===== src/logic/la_macros.svh =====
`ifndef LA_MACROS_SVH
`define LA_MACROS_SVH

`define LA_SAMPLE_W    6
`define LA_LANE_W      8
`define LA_LANES       8
`define LA_WORD_W      64
`define LA_MEM_AW      10
`define LA_MAX_BURST   16
`define LA_FIFO_DEPTH  32

`define LA_APB_AW      8
`define LA_REG_CTRL    8'h00
`define LA_REG_TRIG    8'h04
`define LA_REG_MASK    8'h08
`define LA_REG_DEPTH   8'h0C
`define LA_REG_STATUS  8'h10

`endif


===== src/logic/la_pkg.sv =====
`include "la_macros.svh"

package la_pkg;

    typedef logic [`LA_WORD_W-1:0] word_t;

    // address, or a word count up to the full depth
    typedef logic [`LA_MEM_AW:0] mem_addr_t;

    typedef logic [`LA_SAMPLE_W-1:0] sample_t;

    typedef enum logic [1:0] {
        TRIG_IMMEDIATE = 2'd0,
        TRIG_MATCH     = 2'd1,
        TRIG_RISE      = 2'd2,
        TRIG_FALL      = 2'd3
    } trig_mode_e;

    typedef struct packed {
        word_t data;
        logic  last;
    } rd_beat_t;

endpackage


===== src/logic/la_config_regs.sv =====
`include "la_macros.svh"

module la_config_regs (
    input  logic                  clk_ip,
    input  logic                  rst_n,
    input  logic [`LA_APB_AW-1:0] paddr,
    input  logic                  psel,
    input  logic                  penable,
    input  logic                  pwrite,
    input  logic [31:0]           pwdata,
    input  logic                  capturing,
    input  logic                  overflow,
    input  logic                  read_busy,
    input  la_pkg::mem_addr_t     words_stored,
    output logic [31:0]           prdata,
    output logic                  arm,
    output logic                  read_start,
    output la_pkg::trig_mode_e    trig_mode,
    output la_pkg::sample_t       trig_pattern,
    output la_pkg::sample_t       trig_mask,
    output la_pkg::mem_addr_t     capture_words
);
    import la_pkg::*;

    logic wr_en;
    logic capture_done;

    assign wr_en = psel && penable && pwrite;

    // depth 0 never counts as done
    assign capture_done = (capture_words != '0) && (words_stored == capture_words);

    always_ff @(posedge clk_ip or negedge rst_n) begin
        if (!rst_n) begin
            arm           <= 1'b0;
            read_start    <= 1'b0;
            trig_mode     <= TRIG_IMMEDIATE;
            trig_pattern  <= '0;
            trig_mask     <= '0;
            capture_words <= '0;
        end else begin
            // command bits are pulses, nothing is stored
            arm        <= wr_en && (paddr == `LA_REG_CTRL) && pwdata[0];
            read_start <= wr_en && (paddr == `LA_REG_CTRL) && pwdata[1];
            if (wr_en && (paddr == `LA_REG_TRIG)) begin
                trig_mode    <= trig_mode_e'(pwdata[1:0]);
                trig_pattern <= pwdata[8 +: `LA_SAMPLE_W];
            end
            if (wr_en && (paddr == `LA_REG_MASK)) begin
                trig_mask <= pwdata[`LA_SAMPLE_W-1:0];
            end
            if (wr_en && (paddr == `LA_REG_DEPTH)) begin
                capture_words <= pwdata[`LA_MEM_AW:0];
            end
        end
    end

    always_comb begin
        case (paddr)
            `LA_REG_TRIG:   prdata = {18'd0, trig_pattern, 6'd0, trig_mode};
            `LA_REG_MASK:   prdata = {26'd0, trig_mask};
            `LA_REG_DEPTH:  prdata = {{(31 - `LA_MEM_AW){1'b0}}, capture_words};
            `LA_REG_STATUS: prdata = {5'd0, words_stored, 12'd0,
                                      overflow, read_busy, capturing, capture_done};
            default:        prdata = 32'd0;
        endcase
    end

endmodule


===== config.mk =====
export PLATFORM = sky130hd
export DESIGN_NAME = la_config_regs
export DESIGN_NICKNAME = d
export VERILOG_FILES = /design/src/logic/la_pkg.sv /design/src/logic/la_config_regs.sv
export VERILOG_INCLUDE_DIRS = /design/src /design/src/logic
export SDC_FILE = /design/constraint.sdc
export NUM_CORES = 1
export LEC_CHECK = 0
export BUFFER_PORTS_ARGS = -buffer_cell sky130_fd_sc_hd__clkbuf_2
export CAP_MARGIN = 0
export CORE_MARGIN = 5
export CORE_UTILIZATION = 37
export DETAILED_ROUTE_END_ITERATION = 10
export GPL_ROUTABILITY_DRIVEN = 0
export PLACE_DENSITY = 0.86
export SLEW_MARGIN = 10
export SYNTH_ARGS = -nofsm -noshare
export SYNTH_HDL_FRONTEND = slang
export SYNTH_SLANG_ARGS = --single-unit

===== constraint.sdc =====
create_clock -name clk_ip -period 1.21 [get_ports clk_ip]
set_clock_uncertainty 0.15 [all_clocks]
set_input_delay 0.0605 -clock clk_ip [delete_from_list [all_inputs] [get_ports clk_ip]]
set_output_delay 0.0605 -clock clk_ip [all_outputs]
set_load 0.005 [all_outputs]

# [Yosys cells after proc, flatten, opt, wreduce, memory -nomap -nowiden]
# Cells that the tools add are included.
[classes] reduce_logical=11 mux=1 n_eq_ne=5
[op_table] op="27-bit one-hot mux with 4 select lines" count=1
[op_table] op="8-bit by 4-bit == test with 1-bit output (second input constant)" count=2
[op_table] op="11-bit == test" count=1
[op_table] op="11-bit nonzero test" count=1
[op_table] op="1-bit logical AND" count=9
[op_table] op="8-bit by 3-bit == test with 1-bit output (second input constant)" count=1
[op_table] op="8-bit by 5-bit == test with 1-bit output (second input constant)" count=1
[op_table] op="8-bit zero test" count=1
[totals] regBits=27

# [Depth between registers and ports, before layout]
[depth] depth_word=4 depth_mapped=6 depth_no_buf=4

# [Worst setup path before layout]
# No wires, ideal clock.
[synth_path] path_kind="input -> register" startpoint="input port paddr[4]" endpoint="register trig_mask[0]" path_stages=4 required_time_ns=0.935 arrival_ns=1.117 setup_time_ns=0.125 slack_ns=-0.182 path_buffers=0 cell_sequence="nor3_2 -> nand2_2 -> nor4_4 -> mux2_2"
[synth_between] elab_chain_len=2
[synth_rtl] item="from (decl)" line="la_config_regs.sv:6" source="input logic [`LA_APB_AW-1:0] paddr,"
[synth_rtl] item="8-bit by 4-bit == test with 1-bit output"
[synth_rtl] item="1-bit logical AND" line="la_config_regs.sv:49" source="if (wr_en && (paddr == `LA_REG_MASK)) begin"
[synth_rtl] item="to (signal assigned)" line="la_config_regs.sv:50" source="trig_mask <= pwdata[`LA_SAMPLE_W-1:0];"
[synth_rtl] item="to (decl)" line="la_config_regs.sv:20" source="output la_pkg::sample_t trig_mask,"
# No other way between the ends.
# A chain may end at the register's enable or synchronous reset.

# [Worst setup path in the final report]
[layout_path] startpoint="register capture_words[7]" endpoint="output port prdata[0]"
[layout_between] elab_chain_len=3 word_cells_on_any_way=4 cone_classes="eq/ne: 1; mux: 1; reduce/logical: 2"
[layout_rtl] item="from (decl)" line="la_config_regs.sv:21" source="output la_pkg::mem_addr_t capture_words"
[layout_rtl] item="from (signal assigned)" line="la_config_regs.sv:53" source="capture_words <= pwdata[`LA_MEM_AW:0];"
[layout_rtl] item="11-bit == test or 11-bit nonzero test (tied branches)" line="la_config_regs.sv:31" source="assign capture_done = (capture_words != '0) && (words_stored == capture_words);"
[layout_rtl] item="1-bit logical AND *" line="la_config_regs.sv:31"
[layout_rtl] item="27-bit one-hot mux with 4 select lines *" line="la_config_regs.sv:59" source="case (paddr)"
[layout_rtl] item="to (decl)" line="la_config_regs.sv:15" source="output logic [31:0] prdata,"
# Every way passes the cells marked *; elsewhere a longest branch is shown, timed or not.

==> metrics.txt <==
post-DP HPWL=4140 um; total number of vias=1811; Worst Setup Path Type=reg2out; syn_area_per_cell=11.5 um2; yosys warns=0; crit end category=output port; Final ANT Viol Nets=0; Logic pwr share=19.0%; initial DRC count=108; Final Worst Setup Slack=-0.556 ns; Clock Power Share=29.3%; failing checks=negative setup slack; Detailed Routing Iterations Pass 1=4; maximum clock path buffer count=2; reg-to-reg critical path startpoint=capture_words[1]; Worst Setup EP=prdata[0]; io pins=118; final WL=6770 um; RSZ-0062 raised after global routing=yes; Max VDD drop=0.366 mV; Setup Viol. Count Final=54; ant diodes=0; critical path data arrival time=1.56 ns; drt wl/cell=19.7 um; r2r setup slk=-0.01 ns; Power Total=1.80 mW; Tot GR Track Use=20.0%; row count=24; Int Pwr=1.33 mW; CP startpoint kind=flop; H-tree depth=1; Max Fanout on Critical Path=4; Net Sw Frac=25.9%; outcome=complete, but fails checks; nets=352; HP Class=in2reg; largest net degree at the start of global routing=28; Inserted Clock Buffers=3; sequential power share=51.7%; Worst-path clk slew=0.10 ns; Distinct cells, synth=35; share of post-route cells with drive strength above 1=72.6%; via/cell ratio=5.26; clk_lat worst skew=0.27 ns; Die Width=76.2 um; residual DRC count=0; Fmax=566 MHz; worst r2r dst=capture_words[1]; global route overflow=0; Final min period=1.77 ns; Initial Util=37.8%; CTS Sinks=27; Tcrit/Tclk final=146%; setup TNS=-8.79 ns; die span in y=76.2 um; # port buffers=92; die area=0.00581 mm2; Worst R2R Path Depth=3; Final Slew Violations=0; highest-count cells in the layout ignoring fill and taps=clkbuf_2 (70), buf_6 (42), dfrtp_1 (22), buf_4 (22), mux2_2 (17); final hold vios=0; first-pass GRT wire length=9430 um; #FFs+latches synth=27; Critical Path RT=1.00 ns; initial antenna violation count=0; register area share after synthesis=41.7%; switching power=465 uW; root buf cell=clkbuf_8; vias in the first global route=1882; # Max-Cap Violations=0; CTS tree=built; Post-Syn Area=0.00162 mm2; power per cell area=590 mW/mm2; Core Footprint=0.00429 mm2; post-synthesis cell count=141; most common cell after layout, fill and taps aside=clkbuf_2; crit path launch=capture_words[7]; P&R area growth vs syn=88.0%; P_leak=1.63 nW; fillcell total=298
[worst max-delay path: stages (launching register included)]
cell and delay [ns]:
dfrtp_2 0.47, xor2_1 0.18, nor3_2 0.22, nand3_1 0.12
o22ai_2 0.14, clkbuf_2 0.15
[registers in the layout (all words and copies together), names as in the netlist]
signal         flops
capture_words     11
arm                1
trig_mask          6
read_start         1
trig_mode          2
trig_pattern       6
[routing by layer]
layer	wire (um)	up-vias	track usage, %	part of all wire (%)
li1	-	800	-	-
met1	2600	894	22.6	38
met2	3460	95	35.4	51
met3	457	22	4.85	6.8
met4	241	0	8.74	3.6
met5	0	-	0	0
[power by group through the flow]
stage	logic [mW]	clock network [mW]	registers (mW)
global placement	0.231	0	0.943
floorplan	0.0944	0	0.944
detailed placement	0.237	0	0.944
CTS	0.294	0.530	0.927
finish	0.342	0.528	0.929
global route	0.365	0.565	0.931
[through the flow]
| step | std cells | instance area, um2 | setup WS (ns) | utilization, % | hold WS, ns |
|---|---|---|---|---|---|
| 6_report | 344 | 3050 | -0.556 | 71.0 | 0.143 |
| 3_5_place_dp | 309 | 2330 | -0.376 | 54.4 | -0.0677 |
| 4_1_cts | 336 | 2750 | -0.510 | 63.9 | 0.134 |
| 3_3_place_gp | 309 | 2330 | -0.309 | 54.4 | -0.0766 |
| 2_1_floorplan | 147 | 1660 | -0.103 | - | -0.385 |
| 5_1_grt | 344 | 3050 | -0.608 | 71.0 | 0.160 |
[layout make-up]
type | count | area (um2) | share of cell area [%]
inverter | 1 | 3.75 | 0.123
tap | 52 | 65.1 | 2.13
sequential | 27 | 682 | 22.4
multi-input combinational | 105 | 1040 | 34.0
timing repair buffer | 155 | 1220 | 39.9
clock buffer | 4 | 45.0 | 1.48
[kinds of logic after synthesis]
logic type	after synthesis	share of synthesized area, %
AND/OR/NAND/NOR	49	20.8
buffers and inverters	15	6.25
AO/OA/AOI/OAI	8	4.17
XOR/XNOR	11	5.94
other	1	0.231
multiplexers	30	21.0
flip-flops	27	41.7
[timing repair]
item                                   4_1_cts  5_1_grt
setup endpoints to repair                   39       59
cloned                                       1        0
setup buffers                                8        9
gates resized for setup                     35       70
pin swaps                                   18       13
hold buffers                                15        0
endpoints found under the hold margin       54        0
[worst min-delay path by stage]
stage                 start         endpoint  slack (ns)  cells past startpoint
finish               pwrite              arm        0.14                      4
global route        penable              arm        0.16                      4
CTS                 penable              arm        0.13                      4
detailed placement    rst_n       read_start       -0.07                      2
global placement      rst_n  trig_pattern[5]       -0.08                      2
floorplan             rst_n              arm       -0.39                      0
[cells in the mapped netlist, drive strengths merged]
library cell | count | share of area (%)
nand3 | 6 | 2.9
nor2 | 5 | 1.2
a32o | 2 | 1.2
mux2 | 26 | 19
and3 | 10 | 4.6
a221o | 2 | 1.2
a21o | 1 | 0.46
clkbuf | 2 | 0.54
mux2i | 4 | 2.5
and2 | 13 | 5.0
o2bb2ai | 1 | 0.54
xor2 | 11 | 5.9
nor3 | 5 | 2.5
nand2 | 3 | 0.85
a21oi | 1 | 0.31
dfrtp | 27 | 42
conb | 1 | 0.23
buf | 12 | 5.5
nor4 | 6 | 3.2
nor3b | 1 | 0.46
inv | 1 | 0.23
o22ai | 1 | 0.39
(Power assumes the default switching activity.)
