===== src/logic/la_macros.svh =====
`ifndef LA_MACROS_SVH
`define LA_MACROS_SVH

`define LA_SAMPLE_W    6
`define LA_LANE_W      8
`define LA_LANES       8
`define LA_WORD_W      64
`define LA_MEM_AW      10
`define LA_MAX_BURST   16
`define LA_FIFO_DEPTH  32

`define LA_APB_AW      8
`define LA_REG_CTRL    8'h00
`define LA_REG_TRIG    8'h04
`define LA_REG_MASK    8'h08
`define LA_REG_DEPTH   8'h0C
`define LA_REG_STATUS  8'h10

`endif


===== src/logic/la_pkg.sv =====
`include "la_macros.svh"

package la_pkg;

    typedef logic [`LA_WORD_W-1:0] word_t;

    // address, or a word count up to the full depth
    typedef logic [`LA_MEM_AW:0] mem_addr_t;

    typedef logic [`LA_SAMPLE_W-1:0] sample_t;

    typedef enum logic [1:0] {
        TRIG_IMMEDIATE = 2'd0,
        TRIG_MATCH     = 2'd1,
        TRIG_RISE      = 2'd2,
        TRIG_FALL      = 2'd3
    } trig_mode_e;

    typedef struct packed {
        word_t data;
        logic  last;
    } rd_beat_t;

endpackage


===== src/logic/la_burst_writer.sv =====
`include "la_macros.svh"

module la_burst_writer (
    input  logic                              clk_ip,
    input  logic                              rst_n,
    input  logic                              arm,
    input  logic                              fifo_empty,
    input  logic [$clog2(`LA_FIFO_DEPTH):0]   fifo_count,
    input  la_pkg::word_t                     fifo_data,
    output logic                              fifo_pop,
    output logic                              mem_we,
    output la_pkg::mem_addr_t                 mem_waddr,
    output la_pkg::word_t                     mem_wdata,
    output la_pkg::mem_addr_t                 words_stored
);
    import la_pkg::*;

    typedef enum logic [1:0] {
        W_IDLE,
        W_SETUP,
        W_DATA
    } wr_state_e;

    wr_state_e state;
    mem_addr_t wr_ptr;
    logic [4:0] burst_len;
    logic [4:0] beat_cnt;
    logic       last_beat;

    assign last_beat    = (beat_cnt == burst_len - 5'd1);
    assign fifo_pop     = (state == W_DATA);
    assign mem_we       = (state == W_DATA);
    assign mem_waddr    = wr_ptr;
    assign mem_wdata    = fifo_data;
    assign words_stored = wr_ptr;

    always_ff @(posedge clk_ip or negedge rst_n) begin
        if (!rst_n) begin
            state     <= W_IDLE;
            wr_ptr    <= '0;
            burst_len <= '0;
            beat_cnt  <= '0;
        end else begin
            case (state)
                W_IDLE: begin
                    if (!fifo_empty) begin
                        state <= W_SETUP;
                    end
                end
                W_SETUP: begin
                    // only the writer pops, so these words stay available
                    burst_len <= (fifo_count > `LA_MAX_BURST) ?
                                 5'(`LA_MAX_BURST) : fifo_count[4:0];
                    beat_cnt  <= '0;
                    state     <= W_DATA;
                end
                W_DATA: begin
                    wr_ptr   <= wr_ptr + 1'b1;
                    beat_cnt <= beat_cnt + 5'd1;
                    if (last_beat) begin
                        state <= W_IDLE;
                    end
                end
                default: state <= W_IDLE;
            endcase
            if (arm) begin
                wr_ptr <= '0;
            end
        end
    end

endmodule


===== config.mk =====
export PLATFORM = sky130hd
export DESIGN_NAME = la_burst_writer
export DESIGN_NICKNAME = d
export VERILOG_FILES = /design/src/logic/la_pkg.sv /design/src/logic/la_burst_writer.sv
export VERILOG_INCLUDE_DIRS = /design/src /design/src/logic
export SDC_FILE = /design/constraint.sdc
export NUM_CORES = 1
export LEC_CHECK = 0
export BUFFER_PORTS_ARGS = -buffer_cell sky130_fd_sc_hd__buf_2
export CAP_MARGIN = 5
export CORE_MARGIN = 2
export CORE_UTILIZATION = 38
export DETAILED_ROUTE_END_ITERATION = 16
export GPL_TIMING_DRIVEN = 0
export PLACE_DENSITY = 0.81
export SLEW_MARGIN = 20
export SYNTH_ARGS = -nofsm -noshare
export SYNTH_HDL_FRONTEND = slang
export SYNTH_SLANG_ARGS = --single-unit

===== constraint.sdc =====
create_clock -name clk_ip -period 2.25 [get_ports clk_ip]
set_input_delay 0.225 -clock clk_ip [delete_from_list [all_inputs] [get_ports clk_ip]]
set_output_delay 0.225 -clock clk_ip [all_outputs]
set_load 0.01 [all_outputs]

# After elaboration in Yosys (flattened, before gate mapping)
# Index checks and enable logic that the tools add are counted.
[totals]
reg_bits = 23
inputBits = 74
out_inout_bits = 88
wordCells = 24
[classes]
addsub = 3
order_cmp = 1
eq_ne = 5
muxes = 7
reduce_logical = 4
[op_table]
columns = ["cell", "n"]
rows = [
  ["two-way mux 11 bit", 2],
  ["adder 11 x 1 -> 11 bit, second input constant", 1],
  ["case mux 5 bit (2 select lines)", 1],
  ["greater-than comparator 6 x 5 -> 1 bit, second input constant", 1],
  ["case mux 2 bit (3 select lines)", 1],
  ["adder 5 x 1 -> 5 bit, second input constant", 1],
  ["equality test 5 bit", 1],
  ["two-way mux 5 bit", 1],
  ["subtractor 5 x 1 -> 5 bit, second input constant", 1],
  ["two-way mux 2 bit", 2],
  ["nonzero test 2 bit", 2],
  ["equality test 2 x 1 -> 1 bit, second input constant", 1],
  ["equality test 2 bit, second input constant", 1],
  ["logical NOT 2 bit", 1],
  ["inequality test 2 x 1 -> 1 bit, second input constant", 1],
  ["inequality test 2 bit, second input constant", 1],
  ["AND reduction 2 bit", 1],
]

# Longest topological paths before layout
[logic_depth]
ltp_word = 4
mapped_depth = 7
ltp_nobuf = 7

# Worst setup path before layout
# Ideal clock, no wire load.
[synth_timing]
path_type = "register -> register"
start = "reg state[0]"
end = "reg state[0]"
setup_ns = 0.128
arrival_time_ns = 1.616
t_required_ns = 2.122
setup_slack_ns = 0.507
stages_incl_launch_ff = 7
n_path_buf = 1
period_less_slack_ns = 1.743
path_cell_list = "dfrtp_1 inv_1 ha_1 clkbuf_1 a21oi_1 a21oi_1 mux2_1"
[synth_between]
elab_chain_len = 3
elab_cells_between_ends = 7
cone_classes = "eq/ne (4); mux (1); reduce/logical (2)"
[synth_rtl]
columns = ["element", "line_no", "source"]
rows = [
  ["from (decl)", "la_burst_writer.sv:24", "wr_state_e state;"],
  ["from (signal assigned)", "la_burst_writer.sv:39", "state <= W_IDLE;"],
  ["from (signal assigned)", "la_burst_writer.sv:47", "state <= W_SETUP;"],
  ["from (signal assigned)", "la_burst_writer.sv:55", "state <= W_DATA;"],
  ["equality test 2 bit *", "n/a", ""],
  ["net fifo_pop", "la_burst_writer.sv:10", "output logic fifo_pop,"],
  ["inequality test 2 x 1 -> 1 bit (no source line)", "n/a", ""],
  ["AND reduction 2 bit (no source line)", "n/a", ""],
]
# Mark *: on every way through the listed nets, which the timed path passes. The rest lies on a longest branch.
# A chain may end at the register's enable or synchronous reset.

# Worst setup path in the final report
[layout_timing]
start = "reg state[0]"
end = "reg state[0]"
[layout_between]
elab_chain_len = 3
elab_cells_between_ends = 7
cone_classes = "eq/ne (4); mux (1); reduce/logical (2)"
[layout_rtl]
columns = ["element", "line_no", "source"]
rows = [
  ["equality test 2 bit / logical NOT 2 bit (equally long branches)", "la_burst_writer.sv:44", "case (state)"],
  ["inequality test 2 x 1 -> 1 bit (no source line) / inequality test 2 bit (equally long branches)", "n/a", ""],
  ["AND reduction 2 bit (no source line)", "n/a", ""],
]
# Several ways; a longest one is shown, not always the timed one.

==> summary.md <==
| Metric | Value |
|---|---|
| Static leakage | 1.36 nW |
| Gate count of the mapped netlist | 205 |
| Seq/Total Area, Yosys | 31.7% |
| Mapped Nets | 287 |
| Number of remaining DRC errors | 0 |
| Syn. warnings | 0 |
| Hold EP | mem_waddr[6] |
| R2r worst-path depth | 6 |
| Mapped Area | 1820 um2 |
| Endpoints failing setup | 0 |
| CP bufs+invs | 2 |
| Skew final | 0.00486 ns |
| Worst-Skew Late Latency | 0.27 ns |
| Reg2reg setup slack | 0.25 ns |
| Final ANT Viol Nets | 0 |
| Routed via count | 1630 |
| Final hold vios | 0 |
| Reg2reg end | state[0] |
| Count of cell types in the netlist | 27 |
| Total grt overflow | 0 |
| Worst hold stages | 2 |
| Drt wl/cell | 10.7 um |
| CP required | 2.40 ns |
| Hold buffer count at cts | 1 |
| #FFs+latches synth | 23 |
| Worst path cell trace | inv_1 -> ha_1 -> clkbuf_1 -> a21oi_1 -> a21oi_1 -> mux2_1 |
| Clock tree buffer depth | 2 |
| Row count | 25 |
| CP Launch Type | flop |
| CP delay by family, top | buffers and inverters |
| Commonest non-fill, non-tap cells in the layout | 98 x buf_2, 76 x buf_4, 23 x dfrtp_1, 11 x inv_1, 11 x o21ai_0 |
| Pwr/cell area | 674 nW/um2 |
| DP HPWL | 3.04 mm |
| Crit end category | flop |
| Gr usage total | 12.9% |
| Iter 0 DRT Violations | 46 |
| Slew HR | 64.6% |
| Prevailing post-synth register cell | dfrtp_1 |
| Worst Setup Path Type | flop to flop |
| Crit-path most repeated cell | a21oi_1 |
| Slowest cell delay on critical path | 0.42 ns |
| Drt first pass iters | 4 |
| Final instance area | 2420 um2 |
| CP max-delay cell | dfrtp_1 |
| Fin crit period | 2.00 ns |
| Die Ht | 73.1 um |
| Min-Delay Startpoint | arm |
| H-tree depth | 1 |
| Die width | 73.1 um |
| Core Area | 4660 um2 |
| Via count of the first global-routing pass | 1313 |
| N_diodes | 0 |
| Nets@finish | 390 |
| Die Area | 5350 um2 |
| Share of cells above drive strength 1 | 58.6% |
| CTS buffer count | 3 |
| Hold Path Class | primary input to flop |
| Commonest non-fill, non-tap cell in the layout | buf_2 |
| DR vias/cell | 4.52 |
| Worst-margin pin slew | 0.531 ns |
| CTS sink count | 23 |
| GPL Wtd Cong | 0.810 |
| FF-to-FF Start | state[0] |
| Port buffer count | 97 |
| Setup_tns | 0 ns |
| Initial antenna violation count | 0 |
| Maximum VDD drop | 0.000303 V |
| Fin. max-slew vios | 0 |
| Syn Area/Cell | 8.86 um2 |
| EDFF count, synth | 0 |
| I/O Pins | 162 |
| Post-CTS setup buffer count | 0 |
| Crit Path Max Fanout | 10 |
| Worst-path clk slew | 0.08 ns |
| Root Buffer | clkbuf_8 |
| Placed cell area | 2370 um2 |
| Fin crit share | 88.8% |
| RSZ-0062 raised after global routing | false |
| Final WL | 3.86 mm |
| Ys async rst share | 100% |
| Status | finished, final reports clean |
| Area grow syn2layout | 33.5% |
| First-pass GRT wire length | 5.49 mm |
| Initial Util | 39.0% |
| Max_cap viols | 0 |
| Resize count post-CTS | 0 |
| CP Data Arrival Time | 2.14 ns |
| Largest net degree at the start of global routing | 24 |
| CTS tree | yes |
| Fmax | 501 MHz |
-- per-layer routing --
metal	up-vias	wire length (um)	track usage, %
li1	802	-	-
met1	734	1430	14.2
met2	89	2040	24.1
met3	5	361	2.76
met4	0	29	4.53
met5	-	0	0
-- worst max path at each step --
stage | start | to | slack [ns] | depth (start not counted)
2_1_floorplan | state[0] | state[0] | 0.51 | 6
5_1_grt | state[0] | state[0] | 0.07 | 6
6_report | state[0] | state[0] | 0.25 | 6
3_3_place_gp | state[0] | state[0] | 0.35 | 6
4_1_cts | state[0] | state[0] | 0.27 | 6
3_5_place_dp | state[0] | state[0] | 0.29 | 6
-- cells by family (layout without fill, tap and decap cells) --
group	after synthesis	in the layout	share of synthesized area, %
AOI/OAI and AO/OA	25	25	8.33
xor gates and xnor gates	12	12	5.79
adders and majority gates	8	8	5.51
buffers and inverters	91	193	34.6
DFF	23	23	31.7
muxes	4	4	2.34
and+or+nand+nor	42	42	11.8
-- Yosys cell counts (all sizes together) (3+ instances only) --
library cell | instances | area (um2)
a21oi | 8 | 40.0
xor2 | 5 | 43.8
ha | 8 | 100
buf | 77 | 576
inv | 11 | 41.3
nand3 | 11 | 60.1
or3 | 5 | 31.3
dfrtp | 23 | 576
nor2 | 10 | 37.5
clkbuf | 3 | 11.3
o21ai | 11 | 55.1
xnor2 | 7 | 61.3
nand4 | 3 | 18.8
nand2 | 8 | 30.0
-- state kept, by name, indices dropped and copies added (netlist names) --
name / cells
mem_waddr: 11
beat_cnt: 5
burst_len: 5
state: 2
-- layout make-up --
cell class | instances | area (um2)
sequential | 23 | 576
tap | 54 | 67.6
clock buffer | 4 | 45.0
multi-input combinational | 91 | 613
buffer | 80 | 587
timing repair buffer | 98 | 495
inverter | 11 | 41.3
fill | 439 | 2240
-- power by group --
part           total, W  internal [W]  switching [W]  leakage [nW]
combinational  0.000796      0.000382       0.000414          1.03
sequential     0.000577      0.000489      0.0000887         0.311
clock          0.000261      0.000127       0.000134        0.0228
-- per-stage QoR --
step	total power, W	hold slack [ns]	util [%]	worst slack (ns)	instances
after floorplan	0.00116	-0.0706	-	0.507	205
after global placement	0.00133	0.224	50.8	0.349	356
after detailed placement	0.00137	0.234	50.8	0.292	356
after CTS	0.00165	0.127	52.0	0.266	361
after global routing	0.00177	0.121	52.0	0.0709	361
final	0.00163	0.132	52.0	0.253	361
No activity file was read; power rests on OpenSTA's default activity.
