$ cat config.mk
export PLATFORM = sky130hd
export DESIGN_NAME = la_sync_fifo
export DESIGN_NICKNAME = d
export VERILOG_FILES = /design/src/logic/la_sync_fifo.sv
export SDC_FILE = /design/constraint.sdc
export NUM_CORES = 1
export LEC_CHECK = 0
export BUFFER_PORTS_ARGS = -buffer_cell sky130_fd_sc_hd__buf_2
export CORE_UTILIZATION = 55
export DETAILED_ROUTE_END_ITERATION = 16
export PLACE_DENSITY = 0.72
export SKIP_LAST_GASP = 1
export SYNTH_ARGS = -nofsm -noshare
export SYNTH_HDL_FRONTEND = slang
export SYNTH_SLANG_ARGS = --single-unit
$ cat constraint.sdc
create_clock -name clk_ip -period 7.25 [get_ports clk_ip]
set_input_delay 0.3625 -clock clk_ip [delete_from_list [all_inputs] [get_ports clk_ip]]
set_output_delay 0.3625 -clock clk_ip [all_outputs]
set_load 0.05 [all_outputs]
$ cat src/logic/la_sync_fifo.sv
module la_sync_fifo #(
    parameter type payload_t = logic [7:0],
    parameter int  DEPTH     = 32
) (
    input  logic                   clk_ip,
    input  logic                   rst_n,
    input  logic                   push,
    input  payload_t               push_data,
    input  logic                   pop,
    output payload_t               pop_data,
    output logic                   empty,
    output logic                   full,
    output logic [$clog2(DEPTH):0] count
);
    localparam int AW = $clog2(DEPTH);

    payload_t        mem [DEPTH];
    logic [AW-1:0]   wr_ptr;
    logic [AW-1:0]   rd_ptr;
    logic            do_push;
    logic            do_pop;

    assign do_push  = push && !full;
    assign do_pop   = pop && !empty;
    assign empty    = (count == '0);
    assign full     = (count == DEPTH[AW:0]);

    // fall-through head of the buffer
    assign pop_data = mem[rd_ptr];

    always_ff @(posedge clk_ip) begin
        if (do_push) begin
            mem[wr_ptr] <= push_data;
        end
    end

    always_ff @(posedge clk_ip or negedge rst_n) begin
        if (!rst_n) begin
            wr_ptr <= '0;
            rd_ptr <= '0;
            count  <= '0;
        end else begin
            if (do_push) begin
                wr_ptr <= wr_ptr + 1'b1;
            end
            if (do_pop) begin
                rd_ptr <= rd_ptr + 1'b1;
            end
            count <= count + do_push - do_pop;
        end
    end

endmodule

* Word level (Yosys, flattened, before mapping) *
Memories as Yosys holds them, arrays and structs flattened.
Index checks and enable logic that the tools add are counted.

word-level totals
  bits in writable memories = 256
  input bits = 12
  bits in registers = 16
  output and inout port bits = 16
  memories = 1
  word-level logic and storage cells = 16

cells by class
  equal/unequal tests = 1
  $add $sub $neg = 4
  reduce and logical (&&, ||, !) cells = 5
  muxes and demuxes = 2

memories
  name  words  width  read ports  clocked after Yosys merged registers in  write ports  RTL line  source
  mem   32     8      1           0                                        1            17        payload_t mem [DEPTH];

operator list
  kind                                                           count
  5-bit by 1-bit adder with 5-bit output, second input constant  2
  6-bit by 1-bit adder with 6-bit output                         1
  6-bit equality test, second input constant                     1
  6-bit logical NOT                                              1
  6-bit by 1-bit subtractor with 6-bit output                    1
  1-bit logical AND                                              2
  1-bit logical NOT                                              2
  1-bit two-way mux                                              2

* Depth between registers and ports, before layout *
Gate-level depths: netlist of the first run.

  word-level depth = 5
  gate-level depth with buffers = 15
  mapped depth without buffers = 14

* Least setup slack after synthesis of the first run *
No wires, ideal clock.

  path kind = register to register
  start point = reg count[4]
  end point = reg count[4]
  data arrival time = 4.094 ns
  stages on the path, launching flop included = 15
  buffers on the path = 1
  slack = 3.077 ns
  data required time = 7.171 ns
  cell sequence = dfrtp_1 inv_1 ha_1 nor4bb_1 nor2b_1 clkbuf_1 ha_1 inv_1 ha_1 inv_1 fa_1 inv_1 a21oi_1 o21bai_1 xor2_1

RTL lines
  item                                         RTL line  source
  start: declaration                           13        output logic [$clog2(DEPTH):0] count
  start signal: assignment                     49        count <= count + do_push - do_pop;
  6-bit logical NOT                            25        assign empty = (count == '0);
  net empty                                    11        output logic empty,
  1-bit logical NOT                            24        assign do_pop = pop && !empty;
  1-bit logical AND                            24
  net do_pop                                   21        logic do_pop;
  6-bit by 1-bit subtractor with 6-bit output  49

The timed path passes the listed nets, and every way through them passes these cells.
A chain may end at the register's enable or synchronous reset.

==> impl_metrics.ini, run 1 <==
[status]
status = complete, no violations

[logic_synthesis]
postSynthNetCount = 578
synth.distinct_cells = 41
yosys_register_bits = 272
synth_cells = 551
netlist_area_um2 = 10800
yosys_warnings = 0
syn_area_per_cell_um2 = 19.7
ys_seq_area_frac = 0.746

[route]
top_layer_used = met4
wl_met1_um = 9330
avgRoutedWirePerCell_um = 25.6
dr.first_iter.drc_count = 560
drc_errors = 0
vias = 5240
wl_um = 22100
dr.pass1.iters = 5
dr_wl_met2_um = 10900
wl_met3_um = 1450
vias_per_cell = 6.09
ant_nets = 0

[global_route]
grt_pass1_vias = 5362
grt_pass1_wl_um = 33200
grt_max_degree = 54
antenna_found_initial = 0
overflow = 0
globalRouteTotalUtil = 0.229

[setup_path]
critical_path_arrival_ns = 3.68
critical_path_peak_fanout = 53
rr_worst_depth = 6
crit_type = flop to output port
r2r_start = count[2]$_DFF_PN0_
crit_chain = buf_4 > mux4_1 > a22o_1 > a211oi_1 > a21oi_1 > buf_2
slowest_stage = buf_4
critPathMaxStageDelay_ns = 0.83
r2r_setup_slack_ns = 4.01
cp.required_ns = 6.89
worstSetupStartpoint = rd_ptr[0]$_DFFE_PN0P_
critPathCaptureType = output port
cp-endpoint = pop_data[4]
r2r-end = mem[27][3]$_DFFE_PP_
cp-start-kind = flop

[cells_and_area]
area_delta_synth_final_pct = 10.6
nets = 609
diodes = 0
layout-drive-gt1-share = 0.192
final_util = 0.631
fin_cells = 860
final_area_um2 = 12000

[sta]
setup_tns_ns = 0
period_share = 0.557
fin_ws_ns = 3.21
drv_slew = 0
slew_headroom = 0.299
setup_viol = 0
clock_skew_ns = 0.0161
period_needed_ns = 4.04
tightest_slew_ns = 1.05
rsz0062_at_grt = false
max_freq_ghz = 0.248
hold_viol_final = 0

[clock_network]
clock_latency_ns = 0.55
cts_tree = built
cts_max_level = 1
cts_buffers = 27
ctsRootBufferMaster = clkbuf_16
numClockSinks = 272
ctsHoldBuffers = 1
cts_buffer_depth = 3
cts_resized = 0
clk_pin_slew_ns = 0.06
post_cts_buffers = 0

[placed_design]
placed_area_um2 = 11200
hpwl_um = 13200
post-place-cells = 812
io_buffers = 27
pre_cts_slack_ns = 3.68
gp_congestion = 0.782

[die]
core_um2 = 19000
floorplan.initialDensity = 0.570
die_height_um = 142
die_x_um = 142
io_pins = 28
row_count = 50
die-area_um2 = 20300

[power_and_ir_drop]
ir_worst_vdd_v = 0.000265
leakage_nw = 3.99
powerDensity_nw_per_um2 = 407

[run]
drv_cap = 0

[worst_hold_path]
hp-class = primary input to async pin
cell usage after synthesis (all sizes together):
master / n / area [um2]
a2111oi: 1 / 8.76
a211oi: 15 / 113
a21o: 1 / 7.51
a21oi: 10 / 50.1
a22o: 7 / 61.3
a22oi: 10 / 75.1
and4bb: 1 / 12.5
buf: 20 / 151
clkbuf: 11 / 45.1
dfrtp: 16 / 400
edfxtp: 256 / 7690
fa: 1 / 20.0
ha: 14 / 175
inv: 14 / 52.6
mux2: 1 / 11.3
mux2i: 32 / 320
mux4: 48 / 1110
nand2: 7 / 26.3
nand3: 3 / 15.0
nand3b: 4 / 30.0
nand4: 4 / 25.0
nor2: 35 / 131
nor2b: 4 / 25.0
nor4b: 1 / 8.76
nor4bb: 1 / 10.0
o211a: 1 / 10.0
o21ai: 1 / 5.00
o21bai: 1 / 7.51
o221ai: 8 / 70.1
o22ai: 8 / 50.1
o31ai: 1 / 7.51
or3: 1 / 6.26
or3b: 2 / 17.5
xnor2: 8 / 70.1
xor2: 3 / 26.3
area by class of cell:
type / count / area, um2
sequential: 272 / 8090
fill: 1331 / 7020
tap: 260 / 325
multi-input combinational: 234 / 2510
clock inverter: 15 / 141
clock buffer: 32 / 694
timing repair buffer: 33 / 183
inverter: 14 / 52.6
power by group:
group / total [mW] / switching, mW / internal (mW)
logic: 1.53 / 0.956 / 0.578
clock network: 1.33 / 0.573 / 0.755
registers: 2.02 / 0.153 / 1.87
total: 4.88 / 1.68 / 3.20
sequential cells by signal, indices dropped and copies added (netlist names):
name	count
count	6
wr_ptr	5
rd_ptr	5
mem	256
layer usage:
layer / vias up / global-route usage
li1: 2300 / -
met1: 2723 / 0.319
met2: 183 / 0.379
met3: 34 / 0.0451
met4: 0 / 0.0504
met5: - / 0
logic make-up (layout without fill, tap and decap cells):
logic type               Yosys count  after routing  synth area share
AO/OA/AOI/OAI                     64             64            0.0429
XOR/XNOR                          11             11           0.00888
adder cells (fa/ha/maj)           15             15            0.0180
buffers and inverters             45             94            0.0230
flip-flops                       272            272             0.746
multiplexers                      81             81             0.133
AND/OR/NAND/NOR                   63             63            0.0284
how the worst min path moves through the flow:
stage | depth (start not counted) | end | slack (ns) | startpoint
after CTS | 2 | count[1]$_DFF_PN0_ | 0.25 | rst_n
after global placement | 1 | count[4]$_DFF_PN0_ | 0.29 | rst_n
after detailed placement | 1 | count[2]$_DFF_PN0_ | 0.30 | rst_n
final | 2 | count[1]$_DFF_PN0_ | 0.25 | rst_n
after global routing | 2 | count[1]$_DFF_PN0_ | 0.28 | rst_n
after floorplan | 0 | count[0]$_DFF_PN0_ | 0.07 | rst_n
per-stage QoR:
| step | power (mW) | hold WS [ns] |
|---|---|---|
| floorplan | 3.20 | 0.0669 |
| finish | 4.88 | 0.249 |
| global route | 5.07 | 0.282 |
| global placement | 3.54 | 0.286 |
| CTS | 4.91 | 0.254 |
| detailed placement | 3.59 | 0.297 |
critical path, delay by kind of cell (launching register included):
kind                   cells  cell delay (ns)
muxes                      1             0.64
buffers and inverters      2             1.06
AOI/OAI and AO/OA          3             0.60
DFF                        1             0.81
cell usage in the layout, fill, tap and decap left out, drive strengths merged, types with 3 or more instances in the layout:
cell and n:
a211oi 15, a21oi 10, a22o 7, a22oi 10, buf 32, clkbuf 32, clkinv 9, clkinvlp 3
dfrtp 16, edfxtp 256, ha 14, inv 15, mux2i 32, mux4 48, nand2 7, nand3 3
nand3b 4, nand4 4, nor2 35, nor2b 4, o221ai 8, o22ai 8, xnor2 8, xor2 3
(Power assumes the default switching activity.)
==> inputs of run 2 (changes only) <==
Clock period 7.25 ns to 3.8 ns, I/O delays scaled along.
==> run 2 against run 1 <==
Against the previous run: non-clock buffer count increased by 3; sequential power up 91%; core utilization is essentially flat; critical endpoint is now pop_data[7].
==> impl_metrics.ini, run 2 (synthesis results as in run 1) <==
[sta]
period_share = 0.892
setup_tns_ns = 0
hold_viol_final = 0
period_needed_ns = 3.39
clock_skew_ns = 0.0113
tightest_slew_ns = 0.829
holdWs_ns = 0.106
setup_viol = 0
drv_slew = 0
max_freq_ghz = 0.295
rsz0062_at_grt = false
slew_headroom = 0.445

[cells_and_area]
final_area_um2 = 12000
final_cell_mix = edfxtp_1, mux4_2, nor2_1, mux2i_1
area_delta_synth_final_pct = 10.7
fin_cells = 865
regMostFlops = mem
largest_reg_flops = 256
nFillCells = 1313
final_common_cell = edfxtp_1
layout-drive-gt1-share = 0.193
diodes = 0
nets = 612
reg_top3 = mem x256, count x6

[global_route]
antenna_found_initial = 0
grt_max_degree = 52
grt_pass1_wl_um = 32600
overflow = 0
globalRouteTotalUtil = 0.222
grt_pass1_vias = 5426

[setup_path]
cp-endpoint = pop_data[7]
r2r_start = count[2]$_DFF_PN0_
critical_path_peak_fanout = 36
worstSetupStartpoint = rd_ptr[0]$_DFFE_PN0P_
critPathCaptureType = output port
r2r-end = count[4]$_DFF_PN0_
r2r_setup_slack_ns = 0.72
rr_worst_depth = 14
crit_type = flop to output port
cp.required_ns = 3.61
cp-start-kind = flop
critical_path_arrival_ns = 3.20

[clock_network]
clock_latency_ns = 0.53
clk_pin_slew_ns = 0.06
cts_max_level = 1
numClockSinks = 272
cts_tree = built
cts_buffers = 27
ctsRootBufferMaster = clkbuf_16
cts_buffer_depth = 3

[route]
vias = 5331
wl_um = 21300
dr.pass1.iters = 5
avgRoutedWirePerCell_um = 24.6
dr.first_iter.drc_count = 561
ant_nets = 0
drc_errors = 0
vias_per_cell = 6.16

[die]
core_um2 = 19000
die_height_um = 142
floorplan.initialDensity = 0.570
io_pins = 28
die-area_um2 = 20300
die_x_um = 142
row_count = 50

[run]
drv_cap = 0

[power_and_ir_drop]
ir_worst_vdd_v = 0.000387
powerDensity_nw_per_um2 = 773
leakage_nw = 4.00

[worst_hold_path]
hp-class = primary input to async pin

[placed_design]
gp_congestion = 0.911
placed_area_um2 = 11200
io_buffers = 27
hpwl_um = 13100
post-place-cells = 815

[status]
status = complete, no violations
[run 2: stage by stage]
step	utilization	total power, mW	setup slack (ns)
5_1_grt	0.631	9.65	0.268
6_report	0.631	9.28	0.412
4_1_cts	0.631	9.31	0.427
2_1_floorplan	-	6.11	0.201
3_5_place_dp	0.588	6.91	0.724
3_3_place_gp	0.588	6.82	0.900
[run 2: worst min-delay path by stage]
| stage | endpoint | slack (ns) | cells past startpoint |
|---|---|---|---|
| 3_3_place_gp | count[3]$_DFF_PN0_ | 0.12 | 1 |
| 4_1_cts | count[3]$_DFF_PN0_ | 0.12 | 2 |
| 2_1_floorplan | count[0]$_DFF_PN0_ | -0.11 | 0 |
| 5_1_grt | count[2]$_DFF_PN0_ | 0.15 | 2 |
| 3_5_place_dp | count[3]$_DFF_PN0_ | 0.12 | 1 |
| 6_report | count[2]$_DFF_PN0_ | 0.11 | 2 |
[run 2: routing by layer]
layer	share of wire	wire (um)	up-vias	global-route usage
li1	-	-	2316	-
met1	0.42	9000	2746	0.316
met2	0.48	10200	224	0.352
met3	0.074	1570	45	0.0410
met4	0.024	516	0	0.0690
met5	0	0	-	0
[run 2: final cells by class]
cell class / instances / area [um2] / share of cell area
multi-input combinational: 234 / 2510 / 0.209
sequential: 272 / 8090 / 0.674
timing repair buffer: 36 / 218 / 0.0181
clock buffer: 32 / 694 / 0.0578
clock inverter: 17 / 109 / 0.00907
tap: 260 / 325 / 0.0271
inverter: 14 / 52.6 / 0.00438
[run 2: where the power goes]
| part | leakage (nW) | switching, mW | internal (mW) | total [mW] |
|---|---|---|---|---|
| Combinational | 1.11 | 1.87 | 1.14 | 3.01 |
| Sequential | 2.49 | 0.287 | 3.56 | 3.85 |
| Clock | 0.392 | 1.06 | 1.37 | 2.43 |
| Total | 4.00 | 3.21 | 6.07 | 9.28 |
[run 2: critical path, cell delays in order (launching register included)]
cell	delay [ns]
dfrtp_4	0.76
buf_12	0.33
buf_4	0.31
mux2i_1	0.36
o221ai_1	0.15
a211oi_1	0.35
a21oi_1	0.12
buf_2	0.24
[run 2: repair_timing]
| action | in CTS | in global routing |
|---|---|---|
| resized for setup | 0 | 0 |
| endpoints found under the hold margin | 16 | 0 |
| setup buffers | 0 | 0 |
| hold buffers | 1 | 0 |
