<file path="src/logic/la_macros.svh">
`ifndef LA_MACROS_SVH
`define LA_MACROS_SVH

`define LA_SAMPLE_W    6
`define LA_LANE_W      8
`define LA_LANES       8
`define LA_WORD_W      64
`define LA_MEM_AW      10
`define LA_MAX_BURST   16
`define LA_FIFO_DEPTH  32

`define LA_APB_AW      8
`define LA_REG_CTRL    8'h00
`define LA_REG_TRIG    8'h04
`define LA_REG_MASK    8'h08
`define LA_REG_DEPTH   8'h0C
`define LA_REG_STATUS  8'h10

`endif

</file>
<file path="src/logic/la_pkg.sv">
`include "la_macros.svh"

package la_pkg;

    typedef logic [`LA_WORD_W-1:0] word_t;

    // address, or a word count up to the full depth
    typedef logic [`LA_MEM_AW:0] mem_addr_t;

    typedef logic [`LA_SAMPLE_W-1:0] sample_t;

    typedef enum logic [1:0] {
        TRIG_IMMEDIATE = 2'd0,
        TRIG_MATCH     = 2'd1,
        TRIG_RISE      = 2'd2,
        TRIG_FALL      = 2'd3
    } trig_mode_e;

    typedef struct packed {
        word_t data;
        logic  last;
    } rd_beat_t;

endpackage

</file>
<file path="src/logic/la_burst_reader.sv">
`include "la_macros.svh"

module la_burst_reader (
    input  logic                              clk_ip,
    input  logic                              rst_n,
    input  logic                              read_start,
    input  la_pkg::mem_addr_t                 words_stored,
    input  la_pkg::word_t                     mem_rdata,
    input  logic [$clog2(`LA_FIFO_DEPTH):0]   out_count,
    output logic                              mem_re,
    output la_pkg::mem_addr_t                 mem_raddr,
    output logic                              out_push,
    output la_pkg::rd_beat_t                  out_beat,
    output logic                              read_busy
);
    import la_pkg::*;

    typedef enum logic [1:0] {
        R_IDLE,
        R_WAIT,
        R_READ
    } rd_state_e;

    rd_state_e  state;
    mem_addr_t  rd_ptr;
    mem_addr_t  remaining;
    logic [4:0] burst_next;
    logic [4:0] burst_len;
    logic [4:0] beat_cnt;
    logic       room;
    logic       last_q;

    assign remaining  = words_stored - rd_ptr;
    assign burst_next = (remaining > `LA_MAX_BURST) ? 5'(`LA_MAX_BURST) : remaining[4:0];

    // one more slot for the word still in flight from the last burst
    assign room = (out_count + burst_next + 1) <= `LA_FIFO_DEPTH;

    assign mem_re        = (state == R_READ);
    assign mem_raddr     = rd_ptr;
    assign out_beat.data = mem_rdata;
    assign out_beat.last = last_q;

    always_ff @(posedge clk_ip or negedge rst_n) begin
        if (!rst_n) begin
            state     <= R_IDLE;
            rd_ptr    <= '0;
            burst_len <= '0;
            beat_cnt  <= '0;
            read_busy <= 1'b0;
            out_push  <= 1'b0;
            last_q    <= 1'b0;
        end else begin
            // memory data lands one cycle after the read
            out_push <= mem_re;
            last_q   <= mem_re && (rd_ptr == words_stored - 1'b1);
            case (state)
                R_IDLE: begin
                    if (read_start && (words_stored != '0)) begin
                        rd_ptr    <= '0;
                        read_busy <= 1'b1;
                        state     <= R_WAIT;
                    end
                end
                R_WAIT: begin
                    if (remaining == '0) begin
                        read_busy <= 1'b0;
                        state     <= R_IDLE;
                    end else if (room) begin
                        burst_len <= burst_next;
                        beat_cnt  <= '0;
                        state     <= R_READ;
                    end
                end
                R_READ: begin
                    rd_ptr   <= rd_ptr + 1'b1;
                    beat_cnt <= beat_cnt + 5'd1;
                    if (beat_cnt == burst_len - 5'd1) begin
                        state <= R_WAIT;
                    end
                end
                default: state <= R_IDLE;
            endcase
        end
    end

endmodule

</file>
<file path="config.mk">
export PLATFORM = sky130hd
export DESIGN_NAME = la_burst_reader
export DESIGN_NICKNAME = d
export VERILOG_FILES = /design/src/logic/la_pkg.sv /design/src/logic/la_burst_reader.sv
export VERILOG_INCLUDE_DIRS = /design/src /design/src/logic
export SDC_FILE = /design/constraint.sdc
export NUM_CORES = 1
export LEC_CHECK = 0
export BUFFER_PORTS_ARGS = -buffer_cell sky130_fd_sc_hd__buf_4
export CAP_MARGIN = 30
export CELL_PAD_IN_SITES_DETAIL_PLACEMENT = 0
export CELL_PAD_IN_SITES_GLOBAL_PLACEMENT = 1
export CORE_MARGIN = 5
export CORE_UTILIZATION = 34
export CTS_CLUSTER_DIAMETER = 40
export DETAILED_ROUTE_END_ITERATION = 10
export HOLD_SLACK_MARGIN = 0.08
export PLACE_DENSITY_LB_ADDON = 0.2
export SYNTH_ARGS = -nofsm -noshare
export SYNTH_HDL_FRONTEND = slang
export SYNTH_SLANG_ARGS = --single-unit
</file>
<file path="constraint.sdc">
create_clock -name clk_ip -period 7.55 [get_ports clk_ip]
set_input_delay 0.3775 -clock clk_ip [delete_from_list [all_inputs] [get_ports clk_ip]]
set_output_delay 0.3775 -clock clk_ip [all_outputs]
set_load 0.01 [all_outputs]
</file>
# Word-level counts from Yosys, hierarchy flattened
# Index checks and enable logic that the tools add are counted.
[word_totals]
regBits = 26
latchBits = 0
ram_bits = 0
mem_bits_ro = 0
in_bits = 84
elab_cells = 54
n_memories = 0
[op_classes]
add_sub_neg = 7
n_mul = 0
div_mod_pow = 0
magnitude_cmp = 2
n_eq_ne = 10
shifts = 0
n_mux = 14
bitwise = 1
n_reduce_logical = 13
[op_table]
columns = ["cell", "count"]
rows = [
  ["case mux 11 bit (2 select lines)", 1],
  ["two-way mux 5 bit", 3],
  ["AND reduction 3 bit", 4],
  ["adder 11 x 1 -> 11 bit, second input constant", 1],
  ["== test 11 bit", 1],
  ["greater-than comparator 11 x 5 -> 1 bit, second input constant", 1],
  ["logical NOT 11 bit", 1],
  ["two-way mux 11 bit", 1],
  ["nonzero test 11 bit", 1],
  ["subtractor 11 x 1 -> 11 bit, second input constant", 1],
  ["subtractor 11 bit", 1],
  ["case mux 5 bit (2 select lines)", 1],
  ["adder 7 x 1 -> 8 bit, second input constant", 1],
  ["<= comparator 8 x 6 -> 1 bit, second input constant", 1],
  ["two-way mux 2 bit", 4],
  ["!= test 2 bit, second input constant", 4],
  ["adder 6 x 5 -> 7 bit", 1],
  ["case mux 2 bit (3 select lines)", 1],
  ["nonzero test 2 bit", 3],
  ["adder 5 x 1 -> 5 bit, second input constant", 1],
  ["== test 5 bit", 1],
  ["subtractor 5 x 1 -> 5 bit, second input constant", 1],
  ["!= test 3 bit, second input constant", 1],
  ["== test 2 x 1 -> 1 bit, second input constant", 1],
  ["8 further kinds", 10],
]

# Depth between registers and ports, before layout
[depth]
ltp_word = 9
mapped_depth = 19
depth_no_buf = 19

# Worst setup path before layout
# OpenSTA, ideal clock, no wires.
[synth_timing]
path_kind = "register -> register"
start = "register rd_ptr[0], in the netlist mem_raddr[0]"
end = "register beat_cnt[3]"
setup_ns = 0.116
t_arrival_ns = 4.087
required_time_ns = 7.434
setup_slack_ns = 3.347
path_stages_with_launch = 17
path_buffers = 0
period_less_slack_ns = 4.203
path_cell_list = "dfrtp_1 > ha_1 > inv_1 > fa_1 > a211oi_1 > o21ai_1 > a41oi_2 > xnor2_2 > o2111ai_2 > nor2_1 > ha_1 > nor2b_1 > or4_1 > a311o_1 > o22ai_2 > o221ai_4 > o311ai_0"
[synth_between]
elab_chain_cells = 8
[synth_rtl]
columns = ["item", "line", "rtl"]
rows = [
  ["from (decl)", "la_burst_reader.sv:25", "mem_addr_t rd_ptr;"],
  ["from (signal assigned)", "la_burst_reader.sv:76", "rd_ptr <= rd_ptr + 1'b1;"],
  ["subtractor 11 bit (*)", "la_burst_reader.sv:33", "assign remaining = words_stored - rd_ptr;"],
  ["greater-than comparator 11 x 5 -> 1 bit (no source line)", "-", ""],
  ["two-way mux 5 bit (*)", "la_burst_reader.sv:34", "assign burst_next = (remaining > `LA_MAX_BURST) ? 5'(`LA_MAX_BURST) : remaining[4:0];"],
  ["named net burst_next[4]", "la_burst_reader.sv:27", "logic [4:0] burst_next;"],
  ["adder 6 x 5 -> 7 bit (*)", "la_burst_reader.sv:37", "assign room = (out_count + burst_next + 1) <= `LA_FIFO_DEPTH;"],
  ["adder 7 x 1 -> 8 bit (*)", "la_burst_reader.sv:37", ""],
  ["<= comparator 8 x 6 -> 1 bit (no source line) (*)", "-", ""],
  ["!= test 2 bit (no source line) (*)", "-", ""],
  ["AND reduction 3 bit (no source line) (*)", "-", ""],
  ["to (signal assigned)", "la_burst_reader.sv:77", "beat_cnt <= beat_cnt + 5'd1;"],
  ["to (decl)", "la_burst_reader.sv:29", "logic [4:0] beat_cnt;"],
]
# The timed path passes the listed nets; every way through them passes the cells marked *.
# A chain may end at the register's enable or synchronous reset.

# Worst setup path in the final report
[layout_timing]
start = "register rd_ptr[7], in the netlist mem_raddr[7]"
end = "register beat_cnt[4]"
[layout_between]
elab_chain_cells = 8
[layout_rtl]
columns = ["item", "line"]
rows = [
  ["subtractor 11 bit", "la_burst_reader.sv:33"],
  ["greater-than comparator 11 x 5 -> 1 bit (no source line)", "-"],
  ["two-way mux 5 bit", "la_burst_reader.sv:34"],
  ["named net burst_next[4]", "la_burst_reader.sv:27"],
  ["adder 6 x 5 -> 7 bit", "la_burst_reader.sv:37"],
  ["adder 7 x 1 -> 8 bit", "la_burst_reader.sv:37"],
  ["<= comparator 8 x 6 -> 1 bit (no source line)", "-"],
  ["!= test 2 bit (no source line)", "-"],
  ["AND reduction 3 bit (no source line)", "-"],
]
# The timed path passes the listed nets, and every way through them passes these cells.

==> qor.csv <==
stage;metric;value;unit
route;residual DRC count;0;
critical_path;kind of start point of the critical path;flop;
critical_path;worst setup path class;reg -> reg;
power_and_ir_drop;Net Sw Frac;40.24;%
route;Detailed Route WL;6919;µm
global_route;largest net degree at the start of global routing;27;
power_and_ir_drop;PwrDens;181.8;nW/µm²
timing;Worst slew margin;58.82;%
synth;Post-Syn Area;2950;µm²
synth;XOR/XNOR Fraction of Synth Area;8.270;%
power_and_ir_drop;Sw Pwr;0.2142;mW
placement;GPL Wtd Cong;0.8426;
die;Cell Rows;34;
die;Die Y;103.2;µm
synth;Post-Synth Simple-Gate Area;19.21;%
hold_path;hold path cells;3;
clock_network;clk slew on worst S/H paths;0.10;ns
final_layout;synthesis-to-finish area growth;-0.8057;%
timing;setup TNS;0;ns
hold_path;Min-Delay Path Class;in -> reg;
clock_network;clk sinks;26;
synth;ys async rst share;100.0;%
synth;Netlist cell types;57;
clock_network;CTS tree;yes;
die;Initial Util;34.33;%
clock_network;post-cts sizing count;0;
run_status;status;completed;
clock_network;CTS Buf Count;3;
synth;syn_area_per_cell;8.173;µm²
timing;Setup violations, final;0;
final_layout;antenna diode count;0;
global_route;initial antenna violation count;0;
synth;Post-synth EDFFs;0;
synth;Synth Flop Type;dfrtp_1;
route;DR vias/cell;5.213;
die;Die W;103.2;µm
power_and_ir_drop;Int Power;0.3180;mW
power_and_ir_drop;Logic pwr share;44.7;%
route;DRT Pass-1 Iters;4;
synth;multiplexer share of the synthesized area;1.399;%
timing;smallest hold slack;0.4734;ns
final_layout;commonest cells after routing, fill and taps aside;34 x buf_4, 28 x nor2_1, 26 x dfrtp_1, 25 x o21ai_0;
clock_network;root buf cell;clkbuf_8;
critical_path;CP Data Arrival Time;4.80;ns
route;vias;2299;
route;per-cell routed wire length;15.69;µm
power_and_ir_drop;Worst VDD drop;0.00008054;V
timing;Period minus WS final;4.632;ns
synth;Net Count, Synth;470;
timing;period utilization;61.36;%
global_route;first-pass GRT wire length;11180;µm
critical_path;Reg2Reg Depth;15;
critical_path;crit end category;flop;
critical_path;Worst Path Required;7.72;ns
placement;Port Buf Inserts;34;
run;Max Cap Viol;0;
timing;RSZ-0062 raised after global routing;no;
timing;Worst Tran Pin Value;0.6176;ns
clock_network;number of hold buffers added after CTS;1;
timing;Hold Vio Cnt, Final;0;
placement;post-DP HPWL;5643;µm
synth;Synth Area in Adders;10.86;%
synth;largest family of logic cells by synthesized area;buffers and inverters;
clock_network;Clock Latency Late Sink;0.28;ns
final_layout;commonest non-fill, non-tap cell in the layout;buf_4;
clock_network;# H-tree levels;1;
power_and_ir_drop;clock share of power;22.3;%
synth;#FFs+latches synth;26;
timing;clk_skew;0.004782;ns
global_route;gr usage total;13.16;%
global_route;number of global-route vias before repair;2277;
global_route;gr ovfl total;0;
synth;Synth Area in Compound Gates;18.36;%
final_layout;Final nets;443;
clock_network;Post-CTS Setup Bufs;0;
synth;Syn Inst Count;361;
timing;f_max;215.9;MHz
die;Die Area;10640;µm²
clock_network;clk buf depth;2;
die;core area;8593;µm²
final_layout;fraction of layout cells with a size suffix above 1;14.71;%
power_and_ir_drop;Leakage Power;1.257;nW
synth;share of the yosys chip area belonging to registers;22.05;%
critical_path;CP Max Fanout;10;
synth;YS warnings;0;
route;final antenna-violating net count;0;
route;initial detailed-routing violation count;107;
timing;Max Slew Vio Count;0;
power_and_ir_drop;Reg power frac;32.9;%
die;Ports;163;
[power groups by stage]
stage	clock network [mW]	logic [mW]	registers, mW
3_3_place_gp	0	0.239	0.178
4_1_cts	0.125	0.242	0.176
2_1_floorplan	0	0.198	0.176
6_report	0.119	0.238	0.175
5_1_grt	0.128	0.270	0.178
3_5_place_dp	0	0.239	0.179
[state kept, by name, indices dropped and copies added (netlist names)]
name and flops:
burst_len 5, last_q 1, state 2, out_push 1
read_busy 1, mem_raddr 11, beat_cnt 5
[cell type report]
class                           instances  area [µm²]
Multi-Input combinational cell        244        1714
Sequential cell                        26       650.6
Clock inverter                          1       30.03
Fill cell                             926        5667
Tap cell                              108       135.1
Timing Repair Buffer                   35       265.3
Clock buffer                            3       41.29
Inverter                               24       90.09
[path summary, 6_finish.rpt]
| kind | to | start | slack [ns] |
|---|---|---|---|
| min in group asynchronous | burst_len[3]$_DFFE_PN0P_ | rst_n | 0.54 |
| worst min-delay path | last_q$_DFF_PN0_ | words_stored[2] | 0.47 |
| worst max register to register | beat_cnt[4]$_DFFE_PN0P_ | mem_raddr[7]$_DFFE_PN0P_ | 2.92 |
| worst min register to register | burst_len[1]$_DFFE_PN0P_ | burst_len[1]$_DFFE_PN0P_ | 0.55 |
| worst max-delay path | beat_cnt[4]$_DFFE_PN0P_ | mem_raddr[7]$_DFFE_PN0P_ | 2.92 |
| max in group asynchronous | mem_raddr[7]$_DFFE_PN0P_ | rst_n | 6.73 |
[cells by family after synthesis]
logic type               after synthesis
AND/OR/NAND/NOR                      111
buffers and inverters                 91
AO/OA/AOI/OAI                         77
XOR/XNOR                              27
flip-flops                            26
adder cells (fa/ha/maj)               25
multiplexers                           4
[through the flow]
step	cell area, µm²	total power [mW]	utilization, %	std cells	worst slack, ns
final	2927	0.5322	34.06	441	2.918
after global routing	2927	0.5756	34.06	441	2.474
after CTS	2927	0.5428	34.06	441	2.886
after detailed placement	2845	0.4180	33.11	436	2.793
after global placement	2845	0.4176	33.11	436	2.946
after floorplan	2950	0.3740	-	361	3.347
[metal layers]
metal | track usage, % | part of all wire (%) | wire (µm)
met1 | 16.92 | 46 | 3172
met2 | 22.05 | 48 | 3319
met3 | 3.112 | 4.1 | 286
met4 | 3.586 | 2.0 | 140
met5 | 0 | 0 | 0
[critical path: stages (launching register included)]
cell	delay (ns)
dfrtp_1	0.47
inv_1	0.07
ha_1	0.35
a2111oi_0	0.54
o21ai_1	0.23
a41oi_2	0.28
xnor2_2	0.15
o2111ai_2	0.24
nor2_1	0.15
ha_1	0.24
nor2b_1	0.15
or4_1	0.46
a311o_1	0.39
o22ai_2	0.23
o221ai_4	0.20
o311ai_0	0.36
[synth_stat cells, types with 2 or more instances]
| library cell | n | area share [%] |
|---|---|---|
| dfrtp_1 | 26 | 22 |
| xnor2_1 | 16 | 4.7 |
| o211ai_1 | 3 | 0.76 |
| o21a_1 | 3 | 0.76 |
| nor2b_1 | 5 | 1.1 |
| mux2i_1 | 3 | 1.0 |
| inv_1 | 24 | 3.1 |
| nor2_1 | 28 | 3.6 |
| nor3_1 | 7 | 1.2 |
| o311ai_0 | 2 | 0.59 |
| clkbuf_1 | 2 | 0.25 |
| buf_4 | 65 | 17 |
| a21boi_0 | 2 | 0.51 |
| nor4_1 | 4 | 0.85 |
| nand2_1 | 23 | 2.9 |
| nand4_1 | 5 | 1.1 |
| nand3_1 | 14 | 2.4 |
| o21ai_0 | 25 | 4.2 |
| or3_1 | 7 | 1.5 |
| ha_1 | 24 | 10 |
| a21o_1 | 2 | 0.51 |
| a21oi_1 | 14 | 2.4 |
| a31oi_1 | 3 | 0.64 |
| xor2_1 | 10 | 3.0 |
| or2_2 | 2 | 0.42 |
| nand3b_1 | 2 | 0.51 |
| and3_1 | 2 | 0.42 |
| nand2b_1 | 5 | 1.1 |
| o2bb2ai_1 | 4 | 1.2 |
| a211oi_1 | 2 | 0.51 |
No activity file was read; power rests on OpenSTA's default activity.
